### config.mk
export PLATFORM = sky130hd
export DESIGN_NAME = neoC1
export DESIGN_NICKNAME = d
export VERILOG_FILES = /design/src/c1Pkg.sv /design/src/c1AddrDecode.sv /design/src/c1WaitGen.sv /design/src/c1CommLatch.sv /design/src/c1InputMux.sv /design/src/neoC1.sv
export SDC_FILE = /design/constraint.sdc
export NUM_CORES = 1
export LEC_CHECK = 0
export ABC_AREA = 0
export BUFFER_PORTS_ARGS = -buffer_cell sky130_fd_sc_hd__buf_4
export CORE_ASPECT_RATIO = 0.7
export CORE_MARGIN = 2
export CORE_UTILIZATION = 40
export CTS_CLUSTER_DIAMETER = 60
export DETAILED_ROUTE_END_ITERATION = 10
export MAX_ROUTING_LAYER = met4
export PLACE_DENSITY = 0.84
export SYNTH_ARGS = -nofsm -noshare
export SYNTH_HDL_FRONTEND = slang
export SYNTH_SLANG_ARGS = --single-unit
### constraint.sdc
create_clock -name clk68kClk -period 4.2 [get_ports clk68kClk]
set_input_delay 0.84 -clock clk68kClk [delete_from_list [all_inputs] [get_ports clk68kClk]]
set_output_delay 0.84 -clock clk68kClk [all_outputs]
set_load 0.01 [all_outputs]
### src/c1Pkg.sv
package c1Pkg;

	// upper address bits A23..A17, index 6 is A23
	typedef logic [6:0] m68kAddrT;

	// one data byte, upper half of the 68k bus
	typedef logic [7:0] byteT;

	// wait-state down counter
	typedef logic [1:0] waitCntT;

	// cpu side of the async bus, all strobes active low except rw
	typedef struct packed {
		m68kAddrT addr;
		logic     nAs;
		logic     nUds;
		logic     nLds;
		// high for read
		logic     rw;
	} cpuBusT;

	// zone selects, all active low
	typedef struct packed {
		logic rom;
		logic wram;
		logic port;
		logic io;
		// even-byte register sub-zones of io
		logic ctrl1;
		logic icom;
		logic ctrl2;
		logic statusB;
		logic lspc;
		logic pal;
		logic card;
		logic sRom;
		logic sRam;
	} zoneT;

	// chip strobes, all active low
	typedef struct packed {
		logic       romOeL;
		logic       romOeU;
		logic       sRomOeL;
		logic       sRomOeU;
		logic       lspOe;
		logic       lspWe;
		// memory card
		logic       crdO;
		logic       crdW;
		logic       crdC;
		// odd-byte io strobes
		logic       bitW0;
		logic       bitW1;
		logic       dipRd0;
		logic       dipRd1;
		// unused, held high
		logic [2:0] spare;
	} strobeT;

	// wait states per zone
	localparam waitCntT romWaitStates  = 2'd1;
	localparam waitCntT cardWaitStates = 2'd2;
	localparam waitCntT zeroWaitStates = 2'd0;

	// dtack fsm
	typedef enum logic [1:0] {
		waitIdle,
		waitCount,
		waitAck,
		waitRelease
	} waitStateT;

endpackage

### src/c1AddrDecode.sv
`timescale 1ns/10ps

module c1AddrDecode (
	input  c1Pkg::cpuBusT bus,
	output c1Pkg::zoneT   zones,
	output c1Pkg::strobeT strobes
);
	import c1Pkg::*;

	m68kAddrT addr;
	logic     a23;
	logic     a22;
	logic     a21;
	logic     a20;
	logic     a19;
	logic     a18;
	logic     a17;
	// io zone, 0x3xxxxx
	logic     nIoZone;
	// even-byte access inside io
	logic     nC1Regs;
	// both data strobes low
	logic     nWordAccess;

	assign addr = bus.addr;
	assign {a23, a22, a21, a20, a19, a18, a17} = addr;

	assign nIoZone     = a23 | a22 | ~a21 | ~a20;
	assign nC1Regs     = bus.nUds | nIoZone;
	assign nWordAccess = bus.nLds | bus.nUds;

	always_comb begin
		// 0x0xxxxx program rom
		zones.rom  = a23 | a22 | a21 | a20;
		// 0x1xxxxx work ram
		zones.wram = a23 | a22 | a21 | ~a20;
		// 0x2xxxxx cartridge port
		zones.port = a23 | a22 | ~a21 | a20;
		zones.io   = nIoZone;

		// 30/31 even, read only
		zones.ctrl1 = nC1Regs | ~bus.rw | a19 | a18 | a17;
		// 32/33 even, read and write
		zones.icom = nC1Regs | a19 | a18 | ~a17;
		// 34..37 even, read only; a17 not decoded
		zones.ctrl2 = nC1Regs | ~bus.rw | a19 | ~a18;
		// 38/39 even, read only
		zones.statusB = nC1Regs | ~bus.rw | ~a19 | a18 | a17;
		// 3c/3d, both bytes
		zones.lspc = nIoZone | ~a19 | ~a18 | a17;

		// 0x4..0x7 palette
		zones.pal  = a23 | ~a22;
		// 0x8..0xb memory card
		zones.card = ~a23 | a22;
		// 0xc system rom
		zones.sRom = ~a23 | ~a22 | a21 | a20;
		// 0xd backup ram
		zones.sRam = ~a23 | ~a22 | a21 | ~a20;
	end

	always_comb begin
		// rom reads, per byte lane
		strobes.romOeL  = ~bus.rw | bus.nLds | zones.rom | bus.nAs;
		strobes.romOeU  = ~bus.rw | bus.nUds | zones.rom | bus.nAs;
		strobes.sRomOeL = ~bus.rw | bus.nLds | zones.sRom | bus.nAs;
		strobes.sRomOeU = ~bus.rw | bus.nUds | zones.sRom | bus.nAs;

		// lspc only on word access
		strobes.lspOe = ~bus.rw | nWordAccess | zones.lspc | bus.nAs;
		strobes.lspWe = bus.rw | nWordAccess | zones.lspc | bus.nAs;

		// card, word access too
		strobes.crdO = ~bus.rw | nWordAccess | zones.card | bus.nAs;
		strobes.crdW = bus.rw | nWordAccess | zones.card | bus.nAs;
		// chip enable on either direction
		strobes.crdC = strobes.crdO & strobes.crdW;

		// 38/39 odd, write only
		strobes.bitW0 = bus.nLds | bus.rw | nIoZone | ~a19 | a18 | a17;
		// 3a/3b odd, write only
		strobes.bitW1 = bus.nLds | bus.rw | nIoZone | ~a19 | a18 | ~a17;
		// 30/31 odd, dip read
		strobes.dipRd0 = bus.nLds | ~bus.rw | nIoZone | a19 | a18 | a17;
		// 32/33 odd, second dip bank
		strobes.dipRd1 = bus.nLds | ~bus.rw | nIoZone | a19 | a18 | ~a17;

		strobes.spare = 3'b111;
	end

endmodule

### src/c1WaitGen.sv
`timescale 1ns/10ps

module c1WaitGen (
	input  logic        clk68kClk,
	input  logic        rstN,
	input  logic        nAs,
	input  c1Pkg::zoneT zones,
	input  logic        nRomWait,
	input  logic        nPWait0,
	input  logic        nPWait1,
	input  logic        pDtack,
	output logic        nDtack
);
	import c1Pkg::*;

	waitStateT state;
	waitCntT   cnt;
	waitCntT   loadCnt;
	waitCntT   portWaits;
	// some zone of the map is hit
	logic      mapped;

	// one wait per low port-wait pin
	assign portWaits = {1'b0, ~nPWait0} + {1'b0, ~nPWait1};

	// 0xe and 0xf decode to nothing
	assign mapped = ~&{zones.rom, zones.wram, zones.port, zones.io,
		zones.pal, zones.card, zones.sRom, zones.sRam};

	always_comb begin
		if (!zones.card) begin
			loadCnt = cardWaitStates;
		end else if (!zones.rom) begin
			loadCnt = nRomWait ? zeroWaitStates : romWaitStates;
		end else if (!zones.port) begin
			// cartridge dtack overrides the wait pins
			loadCnt = pDtack ? portWaits : zeroWaitStates;
		end else begin
			loadCnt = zeroWaitStates;
		end
	end

	always_ff @(posedge clk68kClk) begin
		if (!rstN) begin
			state <= waitIdle;
			cnt   <= '0;
		end else begin
			case (state)
				waitIdle: begin
					// unmapped cycles stay here, cpu times out
					if (!nAs && mapped) begin
						cnt   <= loadCnt;
						state <= waitCount;
					end
				end
				waitCount: begin
					// aborted cycle
					if (nAs) begin
						state <= waitIdle;
					end else if (cnt == '0) begin
						state <= waitAck;
					end else begin
						cnt <= cnt - 1'b1;
					end
				end
				waitAck: begin
					// hold dtack while cpu holds as
					if (nAs) begin
						state <= waitRelease;
					end
				end
				waitRelease: begin
					state <= waitIdle;
				end
				default: begin
					state <= waitIdle;
				end
			endcase
		end
	end

	// low through ack and the release edge
	assign nDtack = !(state == waitAck || state == waitRelease);

endmodule

### src/c1CommLatch.sv
`timescale 1ns/10ps

module c1CommLatch (
	input  logic        clk68kClk,
	input  logic        rstN,
	input  logic        nAs,
	input  logic        rw,
	input  logic        icomSel,
	input  c1Pkg::byteT m68kDataIn,
	input  c1Pkg::byteT sdd,
	output c1Pkg::byteT soundCmd,
	output logic        nSdw,
	output c1Pkg::byteT reply
);

	// as from the previous edge
	logic nAsQ;
	// first edge of an icom write
	logic load;

	// icomSel already carries the upper data strobe
	assign load = !nAs && nAsQ && !icomSel && !rw;

	always_ff @(posedge clk68kClk) begin
		if (!rstN) begin
			nAsQ     <= 1'b1;
			nSdw     <= 1'b1;
			soundCmd <= '0;
		end else begin
			nAsQ <= nAs;
			// one-cycle pulse to the sound cpu
			nSdw <= !load;
			if (load) begin
				soundCmd <= m68kDataIn;
			end
		end
	end

	// sound cpu reply byte, read back through icom
	assign reply = sdd;

endmodule

### src/c1InputMux.sv
`timescale 1ns/10ps

module c1InputMux (
	input  c1Pkg::zoneT zones,
	input  c1Pkg::byteT p1In,
	input  c1Pkg::byteT p2In,
	input  c1Pkg::byteT dipSw,
	input  c1Pkg::byteT reply,
	input  logic        nCd1,
	input  logic        nCd2,
	input  logic        nWp,
	output c1Pkg::byteT m68kDataOut
);
	import c1Pkg::*;

	// card sense on top, dips below
	byteT statusByte;

	assign statusByte = {nWp, nCd2, nCd1, dipSw[4:0]};

	// zones are exclusive, order does not matter
	always_comb begin
		if (!zones.ctrl1) begin
			m68kDataOut = p1In;
		end else if (!zones.ctrl2) begin
			m68kDataOut = p2In;
		end else if (!zones.icom) begin
			m68kDataOut = reply;
		end else if (!zones.statusB) begin
			m68kDataOut = statusByte;
		end else begin
			// floating bus reads high
			m68kDataOut = '1;
		end
	end

endmodule

### src/neoC1.sv
`timescale 1ns/10ps

module neoC1 (
	input  logic          clk68kClk,
	input  logic          rstN,
	input  c1Pkg::cpuBusT bus,
	input  c1Pkg::byteT   m68kDataIn,
	input  c1Pkg::byteT   p1In,
	input  c1Pkg::byteT   p2In,
	input  c1Pkg::byteT   dipSw,
	input  logic          nCd1,
	input  logic          nCd2,
	input  logic          nWp,
	input  logic          nRomWait,
	input  logic          nPWait0,
	input  logic          nPWait1,
	input  logic          pDtack,
	input  c1Pkg::byteT   sdd,
	output c1Pkg::zoneT   zones,
	output c1Pkg::strobeT strobes,
	output c1Pkg::byteT   m68kDataOut,
	output logic          dataOe,
	output c1Pkg::byteT   soundCmd,
	output logic          nSdw,
	output logic          nDtack
);
	import c1Pkg::*;

	// sound reply toward the read mux
	byteT reply;
	// any register zone that drives the data bus
	logic readZone;

	c1AddrDecode c1AddrDecode_inst (
		.bus     (bus),
		.zones   (zones),
		.strobes (strobes)
	);

	c1WaitGen c1WaitGen_inst (
		.clk68kClk (clk68kClk),
		.rstN      (rstN),
		.nAs       (bus.nAs),
		.zones     (zones),
		.nRomWait  (nRomWait),
		.nPWait0   (nPWait0),
		.nPWait1   (nPWait1),
		.pDtack    (pDtack),
		.nDtack    (nDtack)
	);

	c1CommLatch c1CommLatch_inst (
		.clk68kClk  (clk68kClk),
		.rstN       (rstN),
		.nAs        (bus.nAs),
		.rw         (bus.rw),
		.icomSel    (zones.icom),
		.m68kDataIn (m68kDataIn),
		.sdd        (sdd),
		.soundCmd   (soundCmd),
		.nSdw       (nSdw),
		.reply      (reply)
	);

	c1InputMux c1InputMux_inst (
		.zones       (zones),
		.p1In        (p1In),
		.p2In        (p2In),
		.dipSw       (dipSw),
		.reply       (reply),
		.nCd1        (nCd1),
		.nCd2        (nCd2),
		.nWp         (nWp),
		.m68kDataOut (m68kDataOut)
	);

	// icom is read/write, so rw gates it here
	assign readZone = !zones.icom || !zones.ctrl1 || !zones.ctrl2 || !zones.statusB;
	assign dataOe   = !bus.nAs && bus.rw && readZone;

endmodule

# Yosys cells after proc, flatten, opt, wreduce, memory -nomap -nowiden
# Index checks and enable logic that the tools add are counted.
[word_totals]
wordCells = 129
register_bits = 14
[op_classes]
add_sub_neg = 2
n_eq_ne = 8
n_reduce_logical = 25
muxes = 18
n_bitwise = 71
[op_table]
columns = ["cell", "count"]
rows = [
  ["bitwise OR 1 bit", 60],
  ["two-way mux 8 bit", 4],
  ["two-way mux 2 bit", 11],
  ["NOT 1 bit", 10],
  ["logical NOT 1 bit", 9],
  ["case mux 2 bit (4 select lines)", 1],
  ["AND reduction 8 bit", 1],
  ["logical AND 1 bit", 6],
  ["!= test 2 bit (second input constant)", 3],
  ["== test 2 bit (second input constant)", 2],
  ["logical NOT 2 bit", 2],
  ["logical OR 1 bit", 4],
  ["case mux 2 bit (2 select lines)", 1],
  ["AND reduction 4 bit", 1],
  ["!= test 3 x 2 -> 1 bit (second input constant)", 1],
  ["AND reduction 3 bit", 1],
  ["adder 1 x 1 -> 2 bit", 1],
  ["== test 2 x 1 -> 1 bit (second input constant)", 1],
  ["!= test 2 x 1 -> 1 bit (second input constant)", 1],
  ["nonzero test 2 bit", 1],
  ["subtractor 2 x 1 -> 2 bit (second input constant)", 1],
  ["AND 1 bit", 1],
  ["two-way mux 1 bit", 1],
]

# Longest topological paths before layout
[depth]
depth_word = 13
ltp_mapped = 6

# Modules after synthesis
# From an unflattened synthesis, not the netlist that was laid out.
[hier_totals]
cells_unflattened = 167
area_unflattened_um2 = 1283.7
[modules_own_cells]
columns = ["module", "instances", "cells_each", "area_each_um2"]
rows = [
  ["c1CommLatch", 1, 48, 455.4],
  ["c1AddrDecode", 1, 50, 305.3],
  ["c1WaitGen", 1, 34, 291.5],
  ["c1InputMux", 1, 33, 216.5],
  ["neoC1", 1, 2, 15.0],
]

# Least setup slack after synthesis
# OpenSTA, ideal clock, no wires.
[synth_path]
kind = "input -> output"
startpoint = "input port bus[4] in the netlist's numbering"
endpoint = "output port dataOe"
setup_slack_ns = 1.324
t_arrival_ns = 2.036
t_required_ns = 3.360
stages = 4
cell_sequence = "or4b_1 > clkbuf_1 > clkbuf_1 > a311oi_1"
[synth_between]
elab_chain_cells = 7
word_cells_on_any_way = 11
cone_classes = "bitwise (4); reduce/logical (7)"
[synth_rtl]
columns = ["element", "line_no", "source"]
rows = [
  ["start: declaration", "neoC1.sv:6", "input c1Pkg::cpuBusT bus,"],
  ["NOT 1 bit", "c1AddrDecode.sv:44", "zones.icom = nC1Regs | a19 | a18 | ~a17;"],
  ["bitwise OR 1 bit", "c1AddrDecode.sv:44", ""],
  ["logical NOT 1 bit", "n/a", ""],
  ["logical OR 1 bit (2 in series)", "neoC1.sv:78", "assign readZone = !zones.icom || !zones.ctrl1 || !zones.ctrl2 || !zones.statusB;"],
  ["logical OR 1 bit (*)", "neoC1.sv:78", ""],
  ["logical AND 1 bit (*)", "neoC1.sv:79", "assign dataOe = !bus.nAs && bus.rw && readZone;"],
  ["end: declaration", "neoC1.sv:22", "output logic dataOe,"],
]
# Every way passes the cells marked *; elsewhere a longest branch is shown, timed or not.

# Worst setup path in the final report
[layout_path]
startpoint = "input port bus[4] in the netlist's numbering"
endpoint = "output port m68kDataOut[3]"
[layout_between]
elab_chain_cells = 5
word_cells_on_any_way = 8
cone_classes = "mux (4); bitwise (4)"
[layout_rtl]
columns = ["element", "line_no", "source"]
rows = [
  ["bitwise OR 1 bit or NOT 1 bit (tied branches)", "c1AddrDecode.sv:48, c1AddrDecode.sv:44", ""],
  ["two-way mux 8 bit or bitwise OR 1 bit (tied branches)", "c1InputMux.sv:29, c1AddrDecode.sv:44", ""],
  ["two-way mux 8 bit", "c1InputMux.sv:27", "end else if (!zones.icom) begin"],
  ["two-way mux 8 bit", "c1InputMux.sv:25", "end else if (!zones.ctrl2) begin"],
  ["two-way mux 8 bit (*)", "c1InputMux.sv:23", "if (!zones.ctrl1) begin"],
  ["end: declaration", "neoC1.sv:21", "output c1Pkg::byteT m68kDataOut,"],
]
# Marks and branches as above.

==> impl_metrics.ini <==
[global_routing]
grt_pass1_wl_um = 6590
gr-usage-met2_pct = 36.4
track_usage_pct = 23.1
grt.busiest_layer = met2
grt_pass1_vias = 1412
grtUsageMet1_pct = 31.9
grt_max_degree = 24
grt_antenna_before_repair = 0
use_met3_pct = 4.34
grt.overflow.total = 0

[cells_and_area]
synthToLayoutAreaGrowth_pct = 62.0
ff_latch_area_um2 = 280
instances_no_fill = 304
drive_above_1_share_pct = 42.2
num-fill-cells = 243
finish.utilization_pct = 70.3
multi_input_area_um2 = 856
num_antenna_cells = 0
nNetsFinal = 331

[synth]
yosys.area_share.simple_pct = 38.1
ys_seq_elements = 14
synth_edf_count = 0
synthMuxAreaShare_pct = 6.36
async_flop_share_pct = 0
yosys.area.top_type = dfxtp_1
synth_top_area_share_pct = 22.3
yosys_most_used_dff = dfxtp_1
syn_area_um2 = 1260
yosys-top-cells-area = dfxtp_1, nand2_1, mux2i_1
postSynthAreaPerCell_um2 = 7.07
yosysMostFrequentCell = nand2_1
synth_top_family_by_area = simple AND/OR/NAND/NOR gates
ys_seq_area_share_pct = 22.3
netlist_instances = 178
yosysWarnings = 0
synth-compound-area-share_pct = 20.7
synth.distinct_cells = 41
synthXorXnorAreaFrac_pct = 0
yosys-top-cells-count = nand2_1, o21ai_0, dfxtp_1, inv_1
synth_fa_ha_area_share_pct = 1.99

[route]
ant_nets = 0
totalWireLength_um = 4190
firstDrtPassIters = 4
drc = 0
num_vias = 1635
viasPerCell = 5.38
drt_iter0_drc = 52
drt-wirelength-per-cell_um = 13.8

[clock_network]
root_buffer = clkbuf_8
cts_sinks = 14
ctsHoldBuffers = 0
cts_tree = built
htree_levels = 1
post-cts-setup-buffer-count = 0
clk_path_buf_depth = 2
cts_buffers = 3
insertion_delay_ns = 0.24
ctsResizeCount = 0
clk_pin_slew_ns = 0.06

[floorplan]
die_width_um = 71.0
initial_core_util_pct = 43.4
core_area_um2 = 2900
die_h_um = 50.9
dieArea_um2 = 3620
rows = 16
ios = 108

[critical_path]
end_kind = output port
crit_arrival_ns = 2.31
worstSetupStartpointType = input port
crit_required_ns = 3.36
crit_path_max_fanout = 10
criticalPathCategory = in2out

[power_and_ir_drop]
power_leakage_uw = 0.000862
vdd_drop_max_mv = 0.0857
powerDensity_nw_per_um2 = 183

[placed_design]
gp_congestion = 0.844
dp_hpwl_um = 3350
dpl.cell_count = 300
dp_slack_ns = 1.08
port-buffer-count = 101

[run_status]
status = complete, no violations

[sta]
final_max_slew_viol_count = 0
slew_headroom_pct = 38.5
setup_viol = 0
skew_ns = 0.000208
rsz0062_at_grt = false
max_freq_ghz = 0.317
worstMarginPinSlew_ns = 0.920
hold_viol_final = 0
min_period_ns = 3.15
tns_ns = 0
layout_setup_ws_ns = 1.05
period_share_pct = 75.0

[hold_path]
hp-class = reg2reg

[job]
maxCapViolations = 0
routing by layer:
| metal | routed length (um) | vias to the layer above |
|---|---|---|
| met5 | 0 | - |
| met1 | 1970 | 748 |
| met2 | 1900 | 66 |
| li1 | - | 817 |
| met3 | 285 | 4 |
| met4 | 31 | 0 |
through the flow:
step	hold slack, ns	area (um2)	total power, uW
after floorplan	0.462	1270	191
after global placement	0.445	1980	246
after detailed placement	0.454	1980	247
after CTS	0.462	2040	377
after global routing	0.471	2040	394
final	0.461	2040	374
final timing paths:
check,start,end,slack [ns],cells after the start
setup / recovery,bus[4],m68kDataOut[3],1.05,5
hold / removal,c1CommLatch_inst.soundCmd[4],c1CommLatch_inst.soundCmd[4],0.46,2
setup reg to reg,c1CommLatch_inst.nAsQ,c1CommLatch_inst.soundCmd[5],2.66,3
hold reg to reg,c1CommLatch_inst.soundCmd[4],c1CommLatch_inst.soundCmd[4],0.46,2
worst max-delay path, cell delays in order:
cell and delay [ns]:
buf_4 0.14, nor4b_2 0.81, a31oi_1 0.22, o211ai_1 0.14, buf_4 0.16
final cells by class:
| cell class | instances | share of cell area, % |
|---|---|---|
| flip-flops and latches | 14 | 13.7 |
| clock buffers | 4 | 2.70 |
| repair buffers | 101 | 37.2 |
| inverters | 12 | 2.21 |
| well taps | 36 | 2.21 |
| multi-input cells | 137 | 42.0 |
logic make-up after synthesis:
kind of cell,Yosys count
buf+inv,29
other cells,1
mux,8
compound gates,41
fa+ha+maj,2
simple gates,83
flops,14
state kept, by name, indices dropped and copies added (netlist names), named ones only:
signal                     flops
c1CommLatch_inst.soundCmd      8
c1WaitGen_inst.cnt             2
c1CommLatch_inst.nAsQ          1
c1CommLatch_inst.nSdw          1
c1WaitGen_inst.state           1
power breakdown:
group | total, uW | switching, uW | internal (uW)
combinational | 106 | 49.6 | 56.1
sequential | 140 | 3.06 | 137
clock | 129 | 45.7 | 82.9
total | 374 | 98.3 | 276
placed cells by master, fill, tap and decap left out, types with 5 or more instances in the layout:
cell type / netlist / final
a31oi_1: 9 / 9
buf_4: 5 / 101
dfxtp_1: 14 / 14
inv_1: 12 / 12
mux2i_1: 8 / 8
nand2_1: 24 / 24
nand2b_1: 5 / 5
nor2_1: 10 / 10
nor3_1: 10 / 10
o211ai_1: 8 / 8
o21ai_0: 16 / 16
(Power assumes the default switching activity.)
